`config.mk`:
```
export PLATFORM = sky130hd
export DESIGN_NAME = mem_commit_stage
export DESIGN_NICKNAME = d
export VERILOG_FILES = /design/src/logic/mips_pkg.sv /design/src/logic/mem_commit_stage.sv
export SDC_FILE = /design/constraint.sdc
export NUM_CORES = 2
export LEC_CHECK = 0
export CORE_ASPECT_RATIO = 0.8
export CORE_MARGIN = 3
export CORE_UTILIZATION = 40
export DETAILED_ROUTE_END_ITERATION = 12
export DONT_BUFFER_PORTS = 1
export PLACE_DENSITY = 0.5
export SLEW_MARGIN = 20
export SYNTH_ARGS = -nofsm -noshare
export SYNTH_HDL_FRONTEND = slang
export SYNTH_SLANG_ARGS = --single-unit
```
`constraint.sdc`:
```
create_clock -name SYS_clk -period 6.2 [get_ports SYS_clk]
set_input_delay 0.62 -clock SYS_clk [delete_from_list [all_inputs] [get_ports SYS_clk]]
set_output_delay 0.62 -clock SYS_clk [all_outputs]
set_load 0.01 [all_outputs]
```
`src/logic/mips_pkg.sv`:
```
// word-only memories, nine instructions decode and every other encoding raises the illegal cause
package mips_pkg;

    localparam int XLEN       = 32;
    localparam int REG_ADDR_W = 5;

    localparam logic [XLEN-1:0] RESET_PC = '0;

    typedef enum logic [5:0] {
        OP_RTYPE = 6'h00,
        OP_BEQ   = 6'h04,
        OP_ADDI  = 6'h08,
        OP_LW    = 6'h23,
        OP_SW    = 6'h2b
    } opcode_t;

    typedef enum logic [5:0] {
        F_ADD = 6'h20,
        F_SUB = 6'h22,
        F_AND = 6'h24,
        F_OR  = 6'h25,
        F_SLT = 6'h2a
    } funct_t;

    typedef enum logic [2:0] {
        ALU_ADD = 3'd0,
        ALU_SUB = 3'd1,
        ALU_AND = 3'd2,
        ALU_OR  = 3'd3,
        ALU_SLT = 3'd4
    } alu_op_t;

    typedef enum logic [1:0] {
        CAUSE_NONE       = 2'd0,
        CAUSE_ILLEGAL    = 2'd1,
        CAUSE_OVERFLOW   = 2'd2,
        CAUSE_MISALIGNED = 2'd3
    } cause_t;

    typedef struct packed {
        logic    reg_write;
        logic    mem_read;
        logic    mem_write;
        logic    alu_src_imm;    // operand b is the immediate
        alu_op_t alu_op;
        logic    check_ovf;      // add, sub and addi trap on overflow
    } ctrl_t;

    // destination of the instruction in execute, for the decode interlock
    typedef struct packed {
        logic                  valid;
        logic                  reg_write;
        logic [REG_ADDR_W-1:0] dest;
    } ex_dest_t;

    typedef struct packed {
        logic                  valid;
        logic [XLEN-1:0]       pc;
        ctrl_t                 ctrl;
        logic [XLEN-1:0]       op_a;
        logic [XLEN-1:0]       op_b;          // rt or immediate, already selected
        logic [XLEN-1:0]       store_data;
        logic [REG_ADDR_W-1:0] dest;
        cause_t                cause;
    } id_ex_t;

    typedef struct packed {
        logic                  valid;
        logic [XLEN-1:0]       pc;
        ctrl_t                 ctrl;
        logic [XLEN-1:0]       alu_result;
        logic [XLEN-1:0]       store_data;
        logic [REG_ADDR_W-1:0] dest;
        cause_t                cause;
    } ex_mem_t;

    typedef struct packed {
        logic                  valid;
        logic                  reg_write;
        logic [REG_ADDR_W-1:0] dest;
        logic [XLEN-1:0]       wdata;
    } mem_wb_t;

endpackage
```
`src/logic/mem_commit_stage.sv`:
```
// the first excepting instruction halts the core until reset; data memory has no reset
`timescale 1ns/1ps

module mem_commit_stage
    import mips_pkg::*;
#(
    parameter int DMEM_AW = 6
)
(
    input  logic            SYS_clk,
    input  logic            SYS_reset,
    input  ex_mem_t         ex_mem,
    output mem_wb_t         mem_wb,
    output logic            flush,
    output logic            halted,
    output cause_t          exc_cause,
    output logic [XLEN-1:0] epc
);

    logic [XLEN-1:0]    dmem [2**DMEM_AW];
    logic [DMEM_AW-1:0] word_addr;
    logic [XLEN-1:0]    load_data;
    logic               live;
    logic               commit_ok;

    assign live      = ex_mem.valid && !halted;
    assign commit_ok = live && (ex_mem.cause == CAUSE_NONE);
    assign flush     = live && (ex_mem.cause != CAUSE_NONE);

    assign word_addr = ex_mem.alu_result[DMEM_AW+1:2];
    assign load_data = dmem[word_addr];

    always_ff @(posedge SYS_clk)
    begin
        if (commit_ok && ex_mem.ctrl.mem_write)
            dmem[word_addr] <= ex_mem.store_data;
    end

    always_ff @(posedge SYS_clk or posedge SYS_reset)
    begin
        if (SYS_reset)
        begin
            halted    <= 1'b0;
            exc_cause <= CAUSE_NONE;
            epc       <= '0;
        end
        else if (flush)
        begin
            halted    <= 1'b1;
            exc_cause <= ex_mem.cause;
            epc       <= ex_mem.pc;     // faulting instruction
        end
    end

    always_ff @(posedge SYS_clk or posedge SYS_reset)
    begin
        if (SYS_reset)
            mem_wb <= '0;
        else
        begin
            mem_wb.valid     <= commit_ok;
            mem_wb.reg_write <= ex_mem.ctrl.reg_write;
            mem_wb.dest      <= ex_mem.dest;
            mem_wb.wdata     <= ex_mem.ctrl.mem_read ? load_data : ex_mem.alu_result;
        end
    end

endmodule

```
## Word level (Yosys, flattened, before mapping)

Memories as Yosys holds them, arrays and structs flattened.
Cells that the tools add are included.

- Bits in registers: 74
- Memory bits (writable): 2048
- Input port bits: 114
- Output and inout port bits: 75
- Memories: 1

Memories:

| memory | depth | width | rd ports | clocked after Yosys merged registers in | write ports | RTL line | text |
|---|---|---|---|---|---|---|---|
| dmem | 64 | 32 | 1 | 0 | 1 | mem_commit_stage.sv:20 | `logic [XLEN-1:0] dmem [2**DMEM_AW];` |

- Muxes and demuxes: 3
- Reductions and logical operators: 7

Operators by type and width:

| cell | count |
|---|---|
| $mux W32 | 1 |
| $logic_and A1 B1 Y1 | 4 |
| $logic_not A2 Y1 | 1 |
| $mux W1 | 2 |
| $reduce_bool A2 Y1 | 1 |
| $logic_not A1 Y1 | 1 |

## Logic depth before layout (Yosys ltp)

- Word-level depth: 6
- Gate-level depth with buffers: 11
- Depth with buffers taken out: 6

## Worst setup path before layout

No wires, ideal clock.

- Path type: input-to-reg
- Start point: input port ex_mem[46] (netlist name)
- End point: memory dmem[37][0] (enable)
- Arrival time: 3.274 ns
- Slack: 2.505 ns
- Cell stages on the path: 6
- Path buffers: 4
- Cells stage by stage: buf_2 or3b_2 clkbuf_1 buf_1 clkbuf_1 nor2_1

RTL lines:

| element | RTL line | text |
|---|---|---|
| start: declaration | mem_commit_stage.sv:12 | `input ex_mem_t ex_mem,` |
| end: declaration | mem_commit_stage.sv:20 |  |

Straight into the memory's write port.

## Worst setup path in the final report

- Start point: input port ex_mem[42] (netlist name)
- End point: memory dmem[42][4] (enable)

Straight into the memory's write port.

==> metrics <==
outcome=complete, but fails checks; failing checks=slew limit; max-cap viol count=0; initial antenna violation count=21; Mapped Cells=4282; Vias=45.3k; share of the synthesized area in the top cell type=75.6%; Yosys cell types=64; gr usage total=26.7%; CP Class=in -> reg; Worst-Margin Slew=1.59 ns; Yosys Warn Count=0; drc violations=0; Ports=189; worst path bufs/invs=6; Peak VDD IR=0.283 mV; crit path cell chain=buf_16 > buf_16 > buf_16 > nand2b_1 > buf_4 > nor2_4 > buf_4 > nand2_1 > nor2_4 > buf_4; Final nets=4586; sequential area share after synthesis=77.9%; final core occ=46.3%; WL per Instance=38.5 um; CTS tree=done; r2r worst-path depth=5; Power Total=0.0300 W; Initial Util=40.4%; CP Capture Type=flip-flop; CP peak stage delay=0.89 ns; Die Wd=510 um; DR iter-0 viols=6529; skew final=0.0244 ns; clock buffer depth=3; cts bufs inserted=204; die area=209000 um^2; Setup TNS=0 ns; ranking of synthesized cells by area=edfxtp_1 76%, mux4_2 5.1%, mux2i_1 2.6%, mux2_2 2.3%, dfrtp_1 2.3%; Final Hold Viols=0; Worst Path Max Fanout=166; Required @ worst endpoint=6.67 ns; via count of the first global-routing pass=43.0k; top_reg_cell synth=edfxtp_1; Die H=409 um; synthesized cell area=81400 um^2; Final setup viols=0; Post-synth EDFFs=2048; asr flop ratio synth=3.49%; minimum clock period=5.37 ns; Largest delay share family, worst path=buffers and inverters; RSZ-0062 raised after global routing=no; pin count of the biggest net entering global routing=474; instance count on the critical path=10; highest-delay cell along the critical path=nor2_4; Clock Latency Late Sink=0.83 ns; Syn Area/Cell=19.0 um^2; cell row count=147; Post-DRT Antenna Nets=0; Worst EP arrival=5.84 ns; Leak=29.5 nW; total congestion overflow=0; net count after synthesis=4396; TritonRoute pass-1 iters=5; first-pass GRT wire length=381 mm; DP HPWL=161 mm; Hold Crit Class=in -> reg; CTS H-tree depth=4; max-slew violation count=73; Layout area overhead=14.7%; CORE AREA=201000 um^2; worst rel slew slack=-6.00%; Avg Vias per Cell=6.18; Reg clk slew, reported paths=0.06 ns; layout cells sized above 1=20.5%; GPL Wtd Cong=0.815; Final Cycle Share=86.6%; CTS Sinks=2122; Detailed Route WL=282 mm; Yosys reg bits=2122; IO buf count=0; Hold Path Depth=2; Startpoint Class=primary input; PwrDens=322 nW/um^2; leading area contributor after synthesis=edfxtp_1; Clock Tree Root=clkbuf_16; max frequency=186 MHz
[cells in the final DEF, fill, tap and decap left out, types with 8 or more instances in the layout]
master	instances
a222oi_1	8
o32a_1	16
bufinv_16	10
o211ai_1	9
buf_12	11
clkbuf_1	55
nand2_1	104
mux2i_1	215
buf_16	35
a41oi_1	9
o2bb2ai_1	24
mux2_2	165
clkinv_1	39
a22oi_1	143
o221ai_1	13
clkbuf_8	16
clkbuf_16	211
nor2_4	69
a31oi_1	21
mux4_2	184
nand4_1	10
a221o_1	35
nand3_1	25
o22a_1	9
diode_2	8
dlygate4sd3_1	66
buf_4	162
clkinv_2	34
dfrtp_1	74
a221oi_1	183
a211oi_1	18
edfxtp_1	2048
and3_1	8
o21ai_0	111
o22ai_1	87
nand2b_1	8
nor2_1	131
a22o_1	29
a21oi_1	130
[sequential cells by signal, indices dropped and copies added, names as in the netlist]
signal     count
mem_wb        39
dmem        2048
exc_cause      2
epc           32
halted         1
[where the power goes]
group / switching, W / total [W] / internal [W] / leakage [nW]
Combinational: 0.00111 / 0.00171 / 0.000598 / 7.04
Sequential: 0.000180 / 0.0160 / 0.0158 / 19.3
Clock: 0.00544 / 0.0123 / 0.00684 / 3.17
[final timing paths]
path / start / end / slack, ns
max: ex_mem[42] / dmem[42][4]$_DFFE_PP_ / 0.83
min: ex_mem[59] / mem_wb[20]$_DFF_PP0_ / 0.08
max reg2reg: halted$_DFFE_PP0P_ / dmem[21][7]$_DFFE_PP_ / 2.30
min reg2reg: exc_cause[0]$_DFFE_PP0P_ / exc_cause[0]$_DFFE_PP0P_ / 0.57
max in group asynchronous: SYS_reset / mem_wb[10]$_DFF_PP0_ / 4.65
min in group asynchronous: SYS_reset / mem_wb[32]$_DFF_PP0_ / 0.31
[through the flow]
stage	setup WS [ns]	instances	instance area (um^2)	hold slack, ns
2_1_floorplan	2.51	4282	81400	0.507
3_3_place_gp	1.80	6846	85200	0.555
3_5_place_dp	1.75	6847	85200	0.558
4_1_cts	2.35	7324	93200	0.0157
5_1_grt	0.628	7328	93300	0.0504
6_report	0.831	7335	93300	0.0791
[worst register-to-register path, stage by stage, from the launching register on]
cell and delay, ns:
dfrtp_1 0.44, nor2b_1 0.20, and3_1 0.55, nand3_1 0.88, nor2_4 0.97, buf_4 0.50
[cell usage after synthesis (10+ instances only)]
cell and count:
o221ai_1 13, a21oi_1 131, a221o_1 35, o32a_1 16, a31oi_1 21, mux2_2 165, a211oi_1 18, buf_2 94
edfxtp_1 2048, clkbuf_1 94, a221oi_1 183, dfrtp_1 74, buf_6 16, nand4_1 10, buf_1 19, a22o_1 29
nand3_1 26, mux4_2 184, nor3_1 10, nor2_1 203, mux2i_1 215, o2bb2ai_1 24, nand2_1 104, a22oi_1 143
o21ai_0 114, o22ai_1 87, buf_4 67
[timing repair]
item | 4_1_cts | 5_1_grt
gates resized for setup | 0 | 0
hold buffers | 98 | 0
endpoints found under the hold margin | 2131 | 0
setup buffers | 0 | 0
endpoints found under the setup margin | 0 | 0
[area by class of cell]
class | count | area (um^2)
clock inverter | 94 | 728
inverter | 6 | 35.0
clock buffer | 285 | 5730
antenna | 8 | 20.0
tap | 2682 | 3360
sequential | 2122 | 63400
fill | 17105 | 108000
multi-input combinational | 1864 | 17000
timing repair buffer | 274 | 3060
[per-layer routing]
layer  up-vias  track usage [%]  wire length, um
met3       302             8.10            32000
met5         -                0               23
met4         4             5.31             5550
li1      18175                -                -
met1     24445             40.2           121000
met2      2412             38.3           123000
[kinds of logic (layout without fill, tap and decap cells)]
group | after synthesis | count (layout) | synth area share, %
buffers and inverters | 296 | 659 | 1.97
flip-flops | 2122 | 2122 | 77.9
multiplexers | 568 | 568 | 10.1
AND/OR/NAND/NOR | 412 | 412 | 2.22
other | 0 | 8 | 0
AO/OA/AOI/OAI | 884 | 884 | 7.88
(Power assumes the default switching activity.)
