**src/logic/mips_pkg.sv**
```systemverilog
// word-only memories, nine instructions decode and every other encoding raises the illegal cause
package mips_pkg;

    localparam int XLEN       = 32;
    localparam int REG_ADDR_W = 5;

    localparam logic [XLEN-1:0] RESET_PC = '0;

    typedef enum logic [5:0] {
        OP_RTYPE = 6'h00,
        OP_BEQ   = 6'h04,
        OP_ADDI  = 6'h08,
        OP_LW    = 6'h23,
        OP_SW    = 6'h2b
    } opcode_t;

    typedef enum logic [5:0] {
        F_ADD = 6'h20,
        F_SUB = 6'h22,
        F_AND = 6'h24,
        F_OR  = 6'h25,
        F_SLT = 6'h2a
    } funct_t;

    typedef enum logic [2:0] {
        ALU_ADD = 3'd0,
        ALU_SUB = 3'd1,
        ALU_AND = 3'd2,
        ALU_OR  = 3'd3,
        ALU_SLT = 3'd4
    } alu_op_t;

    typedef enum logic [1:0] {
        CAUSE_NONE       = 2'd0,
        CAUSE_ILLEGAL    = 2'd1,
        CAUSE_OVERFLOW   = 2'd2,
        CAUSE_MISALIGNED = 2'd3
    } cause_t;

    typedef struct packed {
        logic    reg_write;
        logic    mem_read;
        logic    mem_write;
        logic    alu_src_imm;    // operand b is the immediate
        alu_op_t alu_op;
        logic    check_ovf;      // add, sub and addi trap on overflow
    } ctrl_t;

    // destination of the instruction in execute, for the decode interlock
    typedef struct packed {
        logic                  valid;
        logic                  reg_write;
        logic [REG_ADDR_W-1:0] dest;
    } ex_dest_t;

    typedef struct packed {
        logic                  valid;
        logic [XLEN-1:0]       pc;
        ctrl_t                 ctrl;
        logic [XLEN-1:0]       op_a;
        logic [XLEN-1:0]       op_b;          // rt or immediate, already selected
        logic [XLEN-1:0]       store_data;
        logic [REG_ADDR_W-1:0] dest;
        cause_t                cause;
    } id_ex_t;

    typedef struct packed {
        logic                  valid;
        logic [XLEN-1:0]       pc;
        ctrl_t                 ctrl;
        logic [XLEN-1:0]       alu_result;
        logic [XLEN-1:0]       store_data;
        logic [REG_ADDR_W-1:0] dest;
        cause_t                cause;
    } ex_mem_t;

    typedef struct packed {
        logic                  valid;
        logic                  reg_write;
        logic [REG_ADDR_W-1:0] dest;
        logic [XLEN-1:0]       wdata;
    } mem_wb_t;

endpackage
```
**src/logic/reg_file.sv**
```systemverilog
// register 0 reads as zero and ignores writes, and every port sees a same-cycle write
`timescale 1ns/1ps

module reg_file
    import mips_pkg::*;
(
    input  logic                  SYS_clk,
    input  logic                  SYS_reset,
    input  logic [REG_ADDR_W-1:0] rs_addr,
    input  logic [REG_ADDR_W-1:0] rt_addr,
    input  logic [REG_ADDR_W-1:0] dbg_addr,
    input  mem_wb_t               mem_wb,
    output logic [XLEN-1:0]       rs_data,
    output logic [XLEN-1:0]       rt_data,
    output logic [XLEN-1:0]       dbg_data
);

    logic [XLEN-1:0] regs [1:31];
    logic            wr_en;

    assign wr_en = mem_wb.valid && mem_wb.reg_write && (mem_wb.dest != '0);

    // write-through read covers the writeback hazard
    function automatic logic [XLEN-1:0] read_reg(input logic [REG_ADDR_W-1:0] addr);
        logic [XLEN-1:0] value;
        if (addr == '0)
            value = '0;
        else if (wr_en && (mem_wb.dest == addr))
            value = mem_wb.wdata;
        else
            value = regs[addr];
        return value;
    endfunction

    always_ff @(posedge SYS_clk or posedge SYS_reset)
    begin
        if (SYS_reset)
        begin
            for (int i = 1; i < 32; i++)
                regs[i] <= '0;
        end
        else if (wr_en)
            regs[mem_wb.dest] <= mem_wb.wdata;
    end

    always_comb
    begin
        rs_data  = read_reg(rs_addr);
        rt_data  = read_reg(rt_addr);
        dbg_data = read_reg(dbg_addr);
    end

endmodule

```
**config.mk**
```make
export PLATFORM = sky130hd
export DESIGN_NAME = reg_file
export DESIGN_NICKNAME = d
export VERILOG_FILES = /design/src/logic/mips_pkg.sv /design/src/logic/reg_file.sv
export SDC_FILE = /design/constraint.sdc
export NUM_CORES = 2
export LEC_CHECK = 0
export ABC_AREA = 1
export BUFFER_PORTS_ARGS = -buffer_cell sky130_fd_sc_hd__buf_2
export CAP_MARGIN = 5
export CORE_MARGIN = 3
export CORE_UTILIZATION = 25
export CTS_CLUSTER_DIAMETER = 50
export DETAILED_ROUTE_END_ITERATION = 16
export GPL_ROUTABILITY_DRIVEN = 0
export PLACE_DENSITY_LB_ADDON = 0.05
export SETUP_SLACK_MARGIN = 0.5
export SYNTH_ARGS = -nofsm -noshare
export SYNTH_HDL_FRONTEND = slang
export SYNTH_SLANG_ARGS = --single-unit
```
**constraint.sdc**
```tcl
create_clock -name SYS_clk -period 91.1 [get_ports SYS_clk]
set_input_delay 13.665 -clock SYS_clk [delete_from_list [all_inputs] [get_ports SYS_clk]]
set_output_delay 13.665 -clock SYS_clk [all_outputs]
set_load 0.01 [all_outputs]
```
# ---- Word-level counts from Yosys, hierarchy flattened
# Cells that the tools add are included.
dict set report word_totals {
  ff_bits 992
  inputBits 56
  output_inout_bits 96
  wordCells 71
}
dict set report op_classes {
  n_lt_le_gt_ge 5
  n_eq_ne 3
  mux 18
  bitwise 4
  reduce_logical 10
}
# op count
set ops {}
lappend ops {{992-bit bitwise mux} 1}
lappend ops {{32-bit binary-select mux with 5-bit select} 3}
lappend ops {{32-bit 2-to-1 mux} 13}
lappend ops {{32-bit demux with 5-bit select} 1}
lappend ops {{6-bit >= comparator, second input constant} 4}
lappend ops {{5-bit NOT with 6-bit output} 4}
lappend ops {{5-bit == test} 3}
lappend ops {{5-bit logical NOT} 3}
lappend ops {{1-bit logical AND} 6}
lappend ops {{6-bit by 1-bit less-than comparator with 1-bit output, second input constant} 1}
lappend ops {{5-bit nonzero test} 1}

# ---- Depth between registers and ports, before layout
dict set report depth {
  ltp_word 6
  mapped_depth 12
  ltp_nobuf 9
}

# ---- Least setup slack after synthesis
# No wires, ideal clock.
dict set report synth_path {
  kind {input-to-output}
  start {input port rt_addr[4]}
  end {output port rt_data[0]}
  t_arrival_ps 14965
  required_ps 77435
  setup_slack_ps 62470
  stages 10
  n_path_buf 2
  path_cell_list {clkbuf_1 > inv_1 > nand2_1 > nand4_1 > nor3_1 > nand2_1 > inv_1 > clkbuf_1 > nand2_1 > nand2_1}
}
dict set report synth_via {
  elab_chain_len 6
  elab_cells_between_ends 9
  classes_between {eq/ne: 1; mux: 5; bitwise: 1; reduce/logical: 2}
}
# element line_no
set synth_rtl {}
lappend synth_rtl {{from (decl)} reg_file.sv:10} ;# input logic [REG_ADDR_W-1:0] rt_addr,
lappend synth_rtl {{5-bit NOT with 6-bit output (implied by the code)} reg_file.sv:31} ;# value = regs[addr];
lappend synth_rtl {{32-bit binary-select mux with 5-bit select} reg_file.sv:31}
lappend synth_rtl {{32-bit 2-to-1 mux (implied by the code) (2 in a row)} reg_file.sv:31}
lappend synth_rtl {{32-bit 2-to-1 mux} reg_file.sv:28} ;# else if (wr_en && (mem_wb.dest == addr))
lappend synth_rtl {{32-bit 2-to-1 mux *} reg_file.sv:26} ;# if (addr == '0)
lappend synth_rtl {{to (decl)} reg_file.sv:14} ;# output logic [XLEN-1:0] rt_data,
# Mark *: on every way between the ends. The rest lies on a longest branch, timed or not. The select of a mux whose other input is x is not followed.

# ---- Final worst setup path
dict set report layout_path {
  start {input port rs_addr[0]}
  end {output port rs_data[14]}
}
dict set report layout_via {
  elab_chain_len 6
  elab_cells_between_ends 9
  classes_between {eq/ne: 1; mux: 5; bitwise: 1; reduce/logical: 2}
}
# element line_no
set layout_rtl {}
lappend layout_rtl {{from (decl)} reg_file.sv:9} ;# input logic [REG_ADDR_W-1:0] rs_addr,
lappend layout_rtl {{5-bit NOT with 6-bit output (implied by the code)} reg_file.sv:31}
lappend layout_rtl {{32-bit binary-select mux with 5-bit select} reg_file.sv:31}
lappend layout_rtl {{32-bit 2-to-1 mux (implied by the code) (2 in a row)} reg_file.sv:31}
lappend layout_rtl {{32-bit 2-to-1 mux} reg_file.sv:28}
lappend layout_rtl {{32-bit 2-to-1 mux *} reg_file.sv:26}
lappend layout_rtl {{to (decl)} reg_file.sv:13} ;# output logic [XLEN-1:0] rs_data,
# Marked as above.

==> qor.txt <==
Mapped Cells: 11.13k
Die Wd: 527.8 µm
Largest reg by FF count: regs
Die Y: 527.8 µm
Setup CP Type: primary input to output port
Outcome: finished clean
Synth Register Bits: 992
Initial antenna violation count: 41
Tmin final: 32.76 ns
CTS resizes: 0
VDD IR-drop max: 0.01335 mV
Reg area: 24820 µm²
Top cells by area, synth: dfrtp_1 36%, nand2_1 24%, nand3_1 21%
CTS sink cnt: 992
Via/cell ratio: 5.394
Relative slew slack: 0.1296
Footprint of the multi-input gates: 35970 µm²
WL per Instance: 29.05 µm
H-Tree Depth: 4
Initial DRT Pass Iterations: 7
Final wirelength: 420.5 mm
Post-synth net total: 11.19k
Hold Crit Depth: 2
PortBufs: 151
DIE AREA: 278600 µm²
Crit end category: output port
Row cnt: 190
Top Ports: 152
Worst Skew: 0 ns
Sequential area share after synthesis: 0.3647
Initial core utilization: 0.2527
DRC viols: 0
First-pass GRT wire length: 590.0 mm
Cell area after synthesis: 68070 µm²
Worst r2r path cells: 2
WHS: 0.4787 ns
Max clock buf depth: 4
Postcts setup bufs: 0
Critical path depth in cells: 15
Tcrit/Tclk final: 0.3596
Post-synth EDFFs: 0
Initial DRC Count: 9439
Layout cells sized above 1: 0.07066
Max reg flops: 992
CTS Hold Bufs: 0
Slew at the pin closest to its max-slew limit: 1.302 ns
Max-cap violation count: 0
CTS buffer count: 209
Top_reg_cell synth: dfrtp_1
# fillers: 29.92k
Max FO, Critical Path: 95
CTS root buf: clkbuf_16
Fin nets: 10.79k
Final setup fails: 0
Setup slack, reg-to-reg: 90.30 ns
Unrepaired setup endpoints after global routing: false
Fin. max-slew vios: 0
Worst setup SP type: primary input
Vias in the first global route: 74.21k
Post-Syn Area per Cell: 6.114 µm²
CP Cell Sequence: buf_8 -> inv_8 -> buf_4 -> buf_4 -> buf_4 -> buf_4 -> nand2_1 -> nand3_1 -> nand2_1 -> nand2_1 -> nand3_1 -> nand3_1 -> nand3_1 -> nand2_1 -> buf_2
Critical path buffers and inverters: 7
Pwr dens: 22.51 nW/µm²
Slowest stage delay, CP: 0.80 ns
Share of the synthesized area in the top cell type: 0.3647
Core ar.: 269300 µm²
Final hold viol count: 0
TritonCTS clock tree: built
Area grow syn2layout: 15.92%
Leading area contributor after synthesis: dfrtp_1
Async SR Flop Fraction: 1.000
Critical Path AT: 19.10 ns
Slowest-stage cell, CP: buf_4
Hold Path Class: register to register
Post-route ant nets: 0
DP HPWL: 233.9 mm
Top flop regs: regs (992)
Pleak: 38.01 nW
Synth warnings: 0
Largest net degree at the start of global routing: 134
Clk slew on worst S/H paths: 0.05 ns
Post-synthesis cell type count: 25
Worst EP required: 77.43 ns
Total GRT Usage: 0.2930
Max Freq: 30.52 MHz
TNS Setup: 0 ns
Top delay family on crit path: buffers and inverters
Grt ovf: 0
Vias: 78.08k
Latest clock arrival within the worst-skew pair: 0.86 ns
## worst register-to-register path: stages, from the launching register on
cell and delay, ns:
dfrtp_1 0.50, o21ai_0 0.15, nand2_1 0.09
## per-layer routing
metal / routed length, µm / track usage
met1: 182100 / 0.3961
met2: 186300 / 0.4637
met3: 30920 / 0.04231
met4: 21090 / 0.1286
met5: 55 / 0
## stage by stage
stage,worst slack (ns),util,total power [W],cell area (µm²),instances
6_report,58.34,0.2929,0.001776,78900,14470
2_1_floorplan,49.53,-,0.0008014,68070,11130
3_5_place_dp,58.52,0.2649,0.0009363,71350,14070
3_3_place_gp,58.58,0.2649,0.0009342,71350,14070
4_1_cts,58.53,0.2927,0.001787,78840,14450
5_1_grt,58.21,0.2929,0.001865,78890,14470
## cell usage after synthesis, types with 7 or more instances
master    number
buf_1        153
inv_1        983
clkbuf_1     649
buf_2        130
nor2_1         7
o21ai_0      921
o21ai_1       71
dfrtp_1      992
inv_2         12
nand2_2       17
nand2_1     4333
nand3_1     2818
## power breakdown
group,leakage [nW],switching (W),internal [W]
Combinational,22.3,0.000285,0.000107
Sequential,12.0,0.0000325,0.000511
Clock,3.64,0.000293,0.000548
Total,38.0,0.000610,0.00117
## layout by cell type (no fill, tap or decap), drive strengths merged, types with 19 or more instances in the layout
cell type and n:
clkbuf 254, buf 325, nor2 19, bufinv 35, clkinvlp 20, diode 24, clkinv 48, nand3 2819
nand2 4351, o21ai 992, inv 1022, dfrtp 992
## worst paths after layout
path                             from          end
max                        rs_addr[0]  rs_data[14]
min                         regs[207]    regs[207]
max reg2reg                 regs[801]    regs[801]
min reg2reg                 regs[207]    regs[207]
max in group asynchronous   SYS_reset    regs[242]
min in group asynchronous   SYS_reset    regs[707]
## cell families (layout without fill, tap and decap cells)
family          count (synthesis)  in the layout  synth area share
other cells                     0             24                 0
flops                         992            992            0.3647
xor+xnor                        3              3         0.0003861
simple gates                 7207           7207            0.4523
compound gates                992            992           0.07294
buf+inv                      1938           1704            0.1097
## cell type report
type	count	area share
flip-flops and latches	992	0.3146
inverters	997	0.04862
repair buffers	328	0.02886
clock inverters	128	0.02237
clock buffers	251	0.07264
diodes	24	0.0007611
well taps	3552	0.05632
multi-input cells	8202	0.4558
Note: power is estimated with default switching activity, not from simulation.
