$ cat src/logic/mips_pkg.sv
// word-only memories, nine instructions decode and every other encoding raises the illegal cause
package mips_pkg;

    localparam int XLEN       = 32;
    localparam int REG_ADDR_W = 5;

    localparam logic [XLEN-1:0] RESET_PC = '0;

    typedef enum logic [5:0] {
        OP_RTYPE = 6'h00,
        OP_BEQ   = 6'h04,
        OP_ADDI  = 6'h08,
        OP_LW    = 6'h23,
        OP_SW    = 6'h2b
    } opcode_t;

    typedef enum logic [5:0] {
        F_ADD = 6'h20,
        F_SUB = 6'h22,
        F_AND = 6'h24,
        F_OR  = 6'h25,
        F_SLT = 6'h2a
    } funct_t;

    typedef enum logic [2:0] {
        ALU_ADD = 3'd0,
        ALU_SUB = 3'd1,
        ALU_AND = 3'd2,
        ALU_OR  = 3'd3,
        ALU_SLT = 3'd4
    } alu_op_t;

    typedef enum logic [1:0] {
        CAUSE_NONE       = 2'd0,
        CAUSE_ILLEGAL    = 2'd1,
        CAUSE_OVERFLOW   = 2'd2,
        CAUSE_MISALIGNED = 2'd3
    } cause_t;

    typedef struct packed {
        logic    reg_write;
        logic    mem_read;
        logic    mem_write;
        logic    alu_src_imm;    // operand b is the immediate
        alu_op_t alu_op;
        logic    check_ovf;      // add, sub and addi trap on overflow
    } ctrl_t;

    // destination of the instruction in execute, for the decode interlock
    typedef struct packed {
        logic                  valid;
        logic                  reg_write;
        logic [REG_ADDR_W-1:0] dest;
    } ex_dest_t;

    typedef struct packed {
        logic                  valid;
        logic [XLEN-1:0]       pc;
        ctrl_t                 ctrl;
        logic [XLEN-1:0]       op_a;
        logic [XLEN-1:0]       op_b;          // rt or immediate, already selected
        logic [XLEN-1:0]       store_data;
        logic [REG_ADDR_W-1:0] dest;
        cause_t                cause;
    } id_ex_t;

    typedef struct packed {
        logic                  valid;
        logic [XLEN-1:0]       pc;
        ctrl_t                 ctrl;
        logic [XLEN-1:0]       alu_result;
        logic [XLEN-1:0]       store_data;
        logic [REG_ADDR_W-1:0] dest;
        cause_t                cause;
    } ex_mem_t;

    typedef struct packed {
        logic                  valid;
        logic                  reg_write;
        logic [REG_ADDR_W-1:0] dest;
        logic [XLEN-1:0]       wdata;
    } mem_wb_t;

endpackage
$ cat src/logic/execute_stage.sv
// an older cause from decode wins over overflow, and overflow wins over a misaligned address
`timescale 1ns/1ps

module execute_stage
    import mips_pkg::*;
(
    input  logic     SYS_clk,
    input  logic     SYS_reset,
    input  logic     flush,
    input  id_ex_t   id_ex,
    output ex_dest_t ex_dest,
    output ex_mem_t  ex_mem
);

    logic [XLEN-1:0] a;
    logic [XLEN-1:0] b;
    logic [XLEN-1:0] alu_result;
    logic            ovf_add;
    logic            ovf_sub;
    logic            overflow;
    logic            misaligned;
    cause_t          cause;

    assign a = id_ex.op_a;
    assign b = id_ex.op_b;

    always_comb
    begin
        case (id_ex.ctrl.alu_op)
            ALU_SUB: alu_result = a - b;
            ALU_AND: alu_result = a & b;
            ALU_OR:  alu_result = a | b;
            ALU_SLT: alu_result = {{(XLEN-1){1'b0}}, $signed(a) < $signed(b)};
            default: alu_result = a + b;
        endcase
    end

    // sign of the result disagrees with the operands
    assign ovf_add  = (a[XLEN-1] == b[XLEN-1]) && (alu_result[XLEN-1] != a[XLEN-1]);
    assign ovf_sub  = (a[XLEN-1] != b[XLEN-1]) && (alu_result[XLEN-1] != a[XLEN-1]);
    assign overflow = id_ex.ctrl.check_ovf
                      && ((id_ex.ctrl.alu_op == ALU_SUB) ? ovf_sub : ovf_add);

    assign misaligned = (id_ex.ctrl.mem_read || id_ex.ctrl.mem_write)
                        && (alu_result[1:0] != 2'b00);

    always_comb
    begin
        if (id_ex.cause != CAUSE_NONE)
            cause = id_ex.cause;
        else if (overflow)
            cause = CAUSE_OVERFLOW;
        else if (misaligned)
            cause = CAUSE_MISALIGNED;
        else
            cause = CAUSE_NONE;
    end

    assign ex_dest.valid     = id_ex.valid;
    assign ex_dest.reg_write = id_ex.ctrl.reg_write;
    assign ex_dest.dest      = id_ex.dest;

    always_ff @(posedge SYS_clk or posedge SYS_reset)
    begin
        if (SYS_reset)
            ex_mem <= '0;
        else if (flush)
            ex_mem <= '0;
        else
        begin
            ex_mem.valid      <= id_ex.valid;
            ex_mem.pc         <= id_ex.pc;
            ex_mem.ctrl       <= id_ex.ctrl;
            ex_mem.alu_result <= alu_result;
            ex_mem.store_data <= id_ex.store_data;
            ex_mem.dest       <= id_ex.dest;
            ex_mem.cause      <= cause;
        end
    end

endmodule

$ cat config.mk
export PLATFORM = sky130hd
export DESIGN_NAME = execute_stage
export DESIGN_NICKNAME = d
export VERILOG_FILES = /design/src/logic/mips_pkg.sv /design/src/logic/execute_stage.sv
export SDC_FILE = /design/constraint.sdc
export NUM_CORES = 1
export LEC_CHECK = 0
export BUFFER_PORTS_ARGS = -buffer_cell sky130_fd_sc_hd__buf_4
export CAP_MARGIN = 10
export CORE_MARGIN = 2
export CORE_UTILIZATION = 55
export CTS_BUF_LIST = sky130_fd_sc_hd__clkbuf_2
export DETAILED_ROUTE_END_ITERATION = 6
export PLACE_DENSITY = 0.87
export SETUP_SLACK_MARGIN = 0.3
export SKIP_CTS_REPAIR_TIMING = 1
export SLEW_MARGIN = 20
export SYNTH_ARGS = -nofsm -noshare
export SYNTH_HDL_FRONTEND = slang
export SYNTH_SLANG_ARGS = --single-unit
$ cat constraint.sdc
create_clock -name SYS_clk -period 9.7 [get_ports SYS_clk]
set_clock_uncertainty 0.1 [all_clocks]
set_input_delay 1.94 -clock SYS_clk [delete_from_list [all_inputs] [get_ports SYS_clk]]
set_output_delay 1.94 -clock SYS_clk [all_outputs]
set_load 0.01 [all_outputs]
# Yosys cells after proc, flatten, opt, wreduce, memory -nomap -nowiden
# Cells that the tools add are included.
dict set report totals {
  regBits 112
  input_bits 147
  out_inout_bits 119
  elab_cells 37
}
dict set report classes {
  add_sub_neg 2
  n_lt_le_gt_ge 1
  n_eq_ne 7
  n_mux 6
  n_bitwise 2
  reduce_logical 7
}
# cell count
set ops {}
lappend ops {{32-bit one-hot mux with 4 select lines} 1}
lappend ops {{112-bit two-way mux} 1}
lappend ops {{32-bit adder} 1}
lappend ops {{32-bit bitwise AND} 1}
lappend ops {{32-bit < comparator} 1}
lappend ops {{32-bit OR} 1}
lappend ops {{32-bit subtractor} 1}
lappend ops {{3-bit by 2-bit == test with 1-bit output (second input constant)} 2}
lappend ops {{2-bit two-way mux} 3}
lappend ops {{1-bit logical AND} 4}
lappend ops {{2-bit nonzero test} 2}
lappend ops {{3-bit by 1-bit == test with 1-bit output (second input constant)} 1}
lappend ops {{3-bit == test (second input constant)} 1}
lappend ops {{1-bit != test} 2}
lappend ops {{1-bit == test} 1}
lappend ops {{1-bit logical OR} 1}
lappend ops {{1-bit two-way mux} 1}

# Depth between registers and ports, before layout
# Gate-level depths: netlist (run 1).
dict set report depth {
  word_depth 9
  depth_mapped 13
  depth_no_buf 13
}

# Worst setup path after synthesis (run 1)
# Ideal clock, no wire load.
dict set report synth_timing {
  path_kind {input to register}
  startpoint {input id_ex[66] in the netlist's numbering}
  endpoint {register ex_mem[0] in the netlist's numbering}
  setup_ps 119
  t_arrival_ps 4260
  required_time_ps 9481
  path_slack_ps 5221
  cell_stages 10
  cell_sequence {inv_1 ha_1 or4_4 nand2b_4 or4_4 o221ai_2 o22ai_1 nand4b_4 xnor2_2 o21a_1}
}
dict set report synth_between {
  elab_chain_len 9
  elab_cells_between_ends 15
  cone_classes {add/sub (2); order compare (1); eq/ne (1); mux (6); reduce/logical (5)}
}
# element line
set synth_lines {}
lappend synth_lines {{start: declaration} execute_stage.sv:10} ;# input id_ex_t id_ex,
lappend synth_lines {{32-bit adder or 32-bit subtractor (tied branches)} {execute_stage.sv:34, execute_stage.sv:30}}
lappend synth_lines {{32-bit one-hot mux with 4 select lines (*)} execute_stage.sv:29} ;# case (id_ex.ctrl.alu_op)
lappend synth_lines {{1-bit != test} {execute_stage.sv:39, execute_stage.sv:40}}
lappend synth_lines {{1-bit logical AND, on equally long branches} {execute_stage.sv:39, execute_stage.sv:40}}
lappend synth_lines {{1-bit two-way mux} execute_stage.sv:42} ;# && ((id_ex.ctrl.alu_op == ALU_SUB) ? ovf_sub : ovf_add);
lappend synth_lines {{1-bit logical AND} execute_stage.sv:42}
lappend synth_lines {{2-bit two-way mux (*)} execute_stage.sv:51} ;# else if (overflow)
lappend synth_lines {{2-bit two-way mux (*)} execute_stage.sv:49} ;# if (id_ex.cause != CAUSE_NONE)
lappend synth_lines {{112-bit two-way mux (*)} execute_stage.sv:67} ;# else if (flush)
lappend synth_lines {{end: declaration} execute_stage.sv:12} ;# output ex_mem_t ex_mem
# Mark *: on every way between the ends. The rest lies on a longest branch, timed or not.

# Worst setup path in the final report (run 1)
# Ends and elaborated chain as after synthesis.

==> results of run 1 <==
==> cells by family (layout without fill, tap and decap cells) <==
logic type | Yosys count | count (layout) | synth area share (%)
AO/OA/AOI/OAI | 307 | 307 | 23.9
AND/OR/NAND/NOR | 325 | 325 | 19.5
other | 0 | 3 | 0
flip-flops | 112 | 112 | 31.7
multiplexers | 4 | 4 | 0.453
buffers and inverters | 169 | 384 | 7.77
adder cells (fa/ha/maj) | 98 | 98 | 14.0
XOR/XNOR | 25 | 25 | 2.56
==> worst paths after layout <==
kind,end,slack (ns),startpoint,cells past startpoint
worst min-delay path,ex_mem[105],1.22,SYS_reset,2
worst max-delay path,ex_mem[0],5.19,id_ex[66],12
max in group asynchronous,ex_mem[73],7.00,SYS_reset,3
min in group SYS_clk,ex_mem[75],1.39,id_ex[107],2
==> metrics by stage <==
step / setup WS, ns / instances / hold slack [ns] / total power, uW / area (um2)
finish: 5.19 / 1474 / 1.22 / 1210 / 10900
global route: 4.97 / 1472 / 1.18 / 1280 / 10900
CTS: 5.26 / 1471 / 1.21 / 1210 / 10900
detailed placement: 4.60 / 1455 / 1.95 / 994 / 10800
global placement: 4.62 / 1455 / 1.94 / 989 / 10800
floorplan: 4.70 / 1040 / 1.98 / 812 / 8840
==> critical path: stages <==
cell	delay, ns
buf_4	0.09
inv_1	0.05
ha_1	0.45
or4_4	0.62
nand2b_4	0.17
nor2_1	0.23
nand4_1	0.18
nor4_1	0.56
o221ai_1	0.26
a31oi_1	0.22
nor2_1	0.06
o21a_1	0.11
==> where the power goes <==
group	total (uW)	switching (uW)	leakage (uW)	internal, uW
logic	485	278	0.00391	208
registers	510	10.5	0.00145	500
clock network	215	172	0.0000735	43.6
==> layer usage <==
| metal | share of wire (%) | global-route usage [%] | vias to the layer above | wire length (um) |
|---|---|---|---|---|
| li1 | - | - | 4016 | - |
| met1 | 40 | 40.7 | 4043 | 11000 |
| met2 | 48 | 52.3 | 487 | 13400 |
| met3 | 8.8 | 4.80 | 57 | 2420 |
| met4 | 2.9 | 10.7 | 0 | 804 |
| met5 | 0 | 0 | - | 0 |
==> layout make-up <==
type	instances	area [um2]	share of cell area (%)
Multi-Input combinational cell	759	5350	48.9
Sequential cell	112	2800	25.6
Timing Repair Buffer	268	2010	18.4
Inverter	100	378	3.45
Tap cell	216	270	2.47
Clock inverter	7	76.3	0.697
Clock buffer	9	45.0	0.412
Antenna cell	3	7.51	0.0686
==> cell usage in the layout (no fill, tap or decap), types with 12 or more instances in the layout <==
| cell type | n |
|---|---|
| xnor2_1 | 21 |
| inv_1 | 97 |
| a21oi_1 | 90 |
| nand2b_1 | 14 |
| o21ai_0 | 61 |
| dfrtp_1 | 112 |
| o211ai_1 | 13 |
| nor3_1 | 12 |
| nor2b_1 | 96 |
| buf_4 | 268 |
| ha_1 | 96 |
| nor2_1 | 77 |
| nand2_1 | 61 |
==> out/metrics.csv, run 1 <==
stage,metric,value,unit
route,drtPass1Iterations,5,
synth,ys_ff_latch,112,
clocking,cts_max_level,3,
synth,postSynthAreaPerCell,8.50,um2
final_layout,layout-drive-gt1-share,25.6,%
final_layout,largest_register_ffs,112,
floorplan,die_height,131,um
floorplan,ios,266,
critical_path,arrival,4.94,ns
route,dr_total_vias,8603,
route,final_antenna_net_count,0,
floorplan,fp-row-count,46,
global_route,antenna_found_initial,1,
place,port_buffers,265,
global_route,grt_max_degree,85,
clocking,cts_tree,built,
power_and_ir_drop,p_leak,0.00543,uW
synth,async_reset_ff_share,100,%
sta,drv_slew,0,
global_route,grt_pass1_vias,7924,
floorplan,die_w,131,um
power_and_ir_drop,vdd_drop_max,0.0652,mV
clocking,numCtsBuffers,9,
route,routed_via_density,5.84,
clocking,cts_sinks,112,
final_layout,area_delta_synth_final,23.8,%
run_status,status,finished clean,
place,gp_congestion,0.981,
sta,min_period,4.51,ns
route,drt_iter0_drc,665,
synth,synth_most_common_cell,dfrtp_1,
synth,synth_edf_count,0,
global_route,grt_pass1_wl,41400,um
critical_path,required,10.12,ns
critical_path,end_kind,flip-flop,
synth,synth_commonest_cells,"112 x dfrtp_1, 98 x inv_1, 96 x ha_1, 96 x nor2b_1, 90 x a21oi_1",
sta,rsz0062_at_grt,false,
clocking,cts_buffer_depth,2,
place,dpl.hpwl,21500,um
floorplan,die-area,17100,um2
route,routedWlPerCell,18.8,um
global_route,grt_util_all_layers,31.0,%
sta,finalCritPeriodShare,46.5,%
sta,slew_headroom,26.4,%
floorplan,coreArea,15800,um2
job,max_cap_viol_count,0,
power_and_ir_drop,p_per_area,111,nW/um2
sta,max_freq,222,MHz
final_layout,nNetsFinal,1495,
synth,synth_nets,1285,
synth,netlist_instances,1040,
floorplan,initial_core_util,56.0,%
clocking,root_buffer,clkbuf_2,
sta,worstMarginPinSlew,1.10,ns
final_layout,nFillCells,1334,
sta,setup_viol,0,
min_path,hold_path.class,input port to asynchronous set/reset pin,
final_layout,largestRegisters,ex_mem x112,
global_route,grt_overflow,0,
synth,yosys.area.top_type,dfrtp_1,
sta,timing.final.hold_violations,0,
clocking,clk_pin_slew,0.35,ns
final_layout,largest-register,ex_mem,
synth,ys_seq_area_share,31.7,%
final_layout,utilization,69.4,%
synth,synth_flop_cell,dfrtp_1,
synth,netlist_area,8840,um2
critical_path,worstSetupStartpointType,input port,
route,wl,27600,um
route,drc_errors,0,
synth,synth.top_cell.area_share,31.7,%
critical_path,crit_fanout,12,
sta,timing.setup.tns,0,ns
synth,synth_area_leaders,"dfrtp_1 32%, ha_1 14%, nor2b_1 6.8%",
synth,synth.distinct_cells,86,
synth,yosysWarnings,0,
critical_path,crit_type,input port to flip-flop,
(Power assumes the default switching activity.)
==> inputs of run 2 (changes only) <==
--- a/config.mk
+++ b/config.mk
@@ -8,10 +8,10 @@
 export BUFFER_PORTS_ARGS = -buffer_cell sky130_fd_sc_hd__buf_4
 export CAP_MARGIN = 10
 export CORE_MARGIN = 2
-export CORE_UTILIZATION = 55
+export CORE_UTILIZATION = 54
 export CTS_BUF_LIST = sky130_fd_sc_hd__clkbuf_2
 export DETAILED_ROUTE_END_ITERATION = 6
-export PLACE_DENSITY = 0.87
+export PLACE_DENSITY = 0.85
 export SETUP_SLACK_MARGIN = 0.3
 export SKIP_CTS_REPAIR_TIMING = 1
 export SLEW_MARGIN = 20
==> constraint.sdc (replaced) <==
create_clock -name SYS_clk -period 4.5 [get_ports SYS_clk]
set_clock_uncertainty 0.1 [all_clocks]
set_input_delay 0.9 -clock SYS_clk [delete_from_list [all_inputs] [get_ports SYS_clk]]
set_output_delay 0.9 -clock SYS_clk [all_outputs]
set_load 0.01 [all_outputs]
==> run 2 against run 1 <==
Against the previous run: design area increased by 1.0%; total power increased by 120%; first-iteration DRC count increased by 17%; global-route usage increased by 1.0 points; clock power rose to 2.6 times the previous value; combinational power up 120%; via count fell by 0.14%; worst setup slack lost 4.0 ns; wire length rose by 2.1%; critical path type unchanged; critical endpoint is now ex_mem[61]; largest power group unchanged.
==> out/metrics.csv, run 2 (synthesized netlist as in run 1, its figures left out) <==
stage,metric,value,unit,change
run_status,status,finished clean,,
job,max_cap_viol_count,0,,unchanged
final_layout,mostFrequentLayoutCells,"279 x buf_4, 112 x dfrtp_1, 97 x inv_1",,
power_and_ir_drop,vdd_drop_max,0.127,mV,+94%
final_layout,utilization,69.4,%,about the same
route,routed_via_density,5.79,,-0.81%
sta,slew_headroom,47.0,%,+21 points
clocking,cts_sinks,112,,unchanged
global_route,antenna_found_initial,2,,+1
final_layout,nNetsFinal,1506,,+0.74%
global_route,grt_util_all_layers,32.0,%,+1.0 points
sta,finalCritPeriodShare,74.4,%,
power_and_ir_drop,p_leak,0.00549,uW,+1.3%
place,dpl.hpwl,22000,um,+2.0%
power_and_ir_drop,power,2720,uW,+120%
route,final_antenna_net_count,0,,unchanged
critical_path,crit_type,input port to flip-flop,,
sta,min_period,3.35,ns,
sta,drv_slew,0,,unchanged
final_layout,nFillCells,1287,,-3.5%
sta,timing.final.hold_violations,0,,unchanged
floorplan,die-area,17400,um2,+1.8%
route,drt_iter0_drc,781,,+17%
final_layout,area_delta_synth_final,25.1,%,
sta,worstMarginPinSlew,0.792,ns,-0.313 ns
clocking,clk_pin_slew,0.35,ns,about the same
route,wl,28200,um,+2.1%
route,drtPass1Iterations,6,,+1
place,dpl_cell_area,10900,um2,+0.74%
clocking,cts_tree,built,,
route,routedWlPerCell,19.0,um,+1.4%
critical_path,required,4.96,ns,-5.16 ns
route,drc_errors,0,,unchanged
critical_path,worstSetupStartpointType,input port,,
floorplan,die_w,132,um,+0.89%
critical_path,arrival,3.81,ns,-1.13 ns
floorplan,die_height,132,um,+0.89%
floorplan,fp-row-count,46,,unchanged
final_layout,largest_register_ffs,112,,unchanged
global_route,grt_overflow,0,,unchanged
min_path,hold_path.class,input port to asynchronous set/reset pin,,
final_layout,largest-register,ex_mem,,
sta,rsz0062_at_grt,false,,
global_route,grt_pass1_vias,8111,,+2.4%
floorplan,coreArea,15900,um2,+1.1%
clocking,cts_buffer_depth,2,,unchanged
clocking,cts_max_level,3,,unchanged
place,gp_congestion,0.967,,-1.5%
critical_path,end_kind,flip-flop,,
clocking,numCtsBuffers,9,,unchanged
critical_path,crit_fanout,5,,-7
final_layout,multi_input_area,5350,um2,about the same
place,port_buffers,265,,unchanged
final_layout,final_cell_area,11100,um2,+1.0%
global_route,grt_max_degree,58,,-32%
clocking,root_buffer,clkbuf_2,,
global_route,grt_pass1_wl,44000,um,+6.3%
floorplan,initial_core_util,55.4,%,-0.61 points
final_layout,regArea,2800,um2,unchanged
sta,timing.setup.tns,0,ns,unchanged
floorplan,ios,266,,unchanged
sta,max_freq,299,MHz,
final_layout,final_common_cell,buf_4,,
power_and_ir_drop,p_per_area,246,nW/um2,+120%
route,dr_total_vias,8591,,-0.14%
sta,finalHoldWorstSlack,0.224,ns,-0.995 ns
final_layout,largestRegisters,ex_mem x112,,
sta,setup_viol,0,,unchanged
final_layout,layout-drive-gt1-share,26.2,%,+0.65 points
run 2: changes by cell type in the layout (fill, tap and decap cells not counted), sizes merged:
cell / delta
clkinvlp: +1
bufinv: +2
buf: +11
clkinv: -2
inv: -1
diode: -1
run 2: worst max-delay path: stages:
cell and delay (ns):
buf_4 0.11, inv_1 0.07, ha_1 0.21, inv_1 0.08
fa_1 0.41, nor2b_1 0.18, o211ai_2 0.24, a2bb2oi_2 0.13
a31oi_2 0.34, nor3_2 0.11, o21ai_2 0.30, o31ai_2 0.12
or3_1 0.32, a311oi_1 0.29
run 2: final timing paths:
check,startpoint,end,cells after the start,slack (ns)
worst max-delay path,id_ex[71],ex_mem[61],14,1.15
worst min-delay path,SYS_reset,ex_mem[57],2,0.22
max in group asynchronous,SYS_reset,ex_mem[109],3,3.18
min in group SYS_clk,id_ex[126],ex_mem[94],2,0.36
run 2: area by class of cell:
class	count	share of cell area [%]
clock inverters	7	1.02
repair buffers	279	18.9
diodes	2	0.0453
clock buffers	9	0.407
multi-input cells	759	48.4
flip-flops and latches	112	25.3
well taps	216	2.44
inverters	100	3.42
run 2: metal layers:
metal	global-route usage, %	wire (um)	vias up
met3	5.46	2400	64
met1	42.1	11500	4010
met2	52.7	13400	482
met5	0	0	-
met4	12.4	986	0
li1	-	-	4035
run 2: where the power goes:
| group | switching [uW] | internal, uW | total, uW |
|---|---|---|---|
| clock network | 364 | 196 | 560 |
| logic | 602 | 454 | 1060 |
| registers | 23.6 | 1080 | 1100 |
| total | 990 | 1730 | 2720 |
run 2: per-stage QoR:
step                      setup slack (ns)  std cells
after global routing                  1.03       1484
after floorplan                      0.541       1040
after detailed placement             0.527       1466
after global placement               0.618       1466
final                                 1.15       1484
after CTS                             1.25       1482
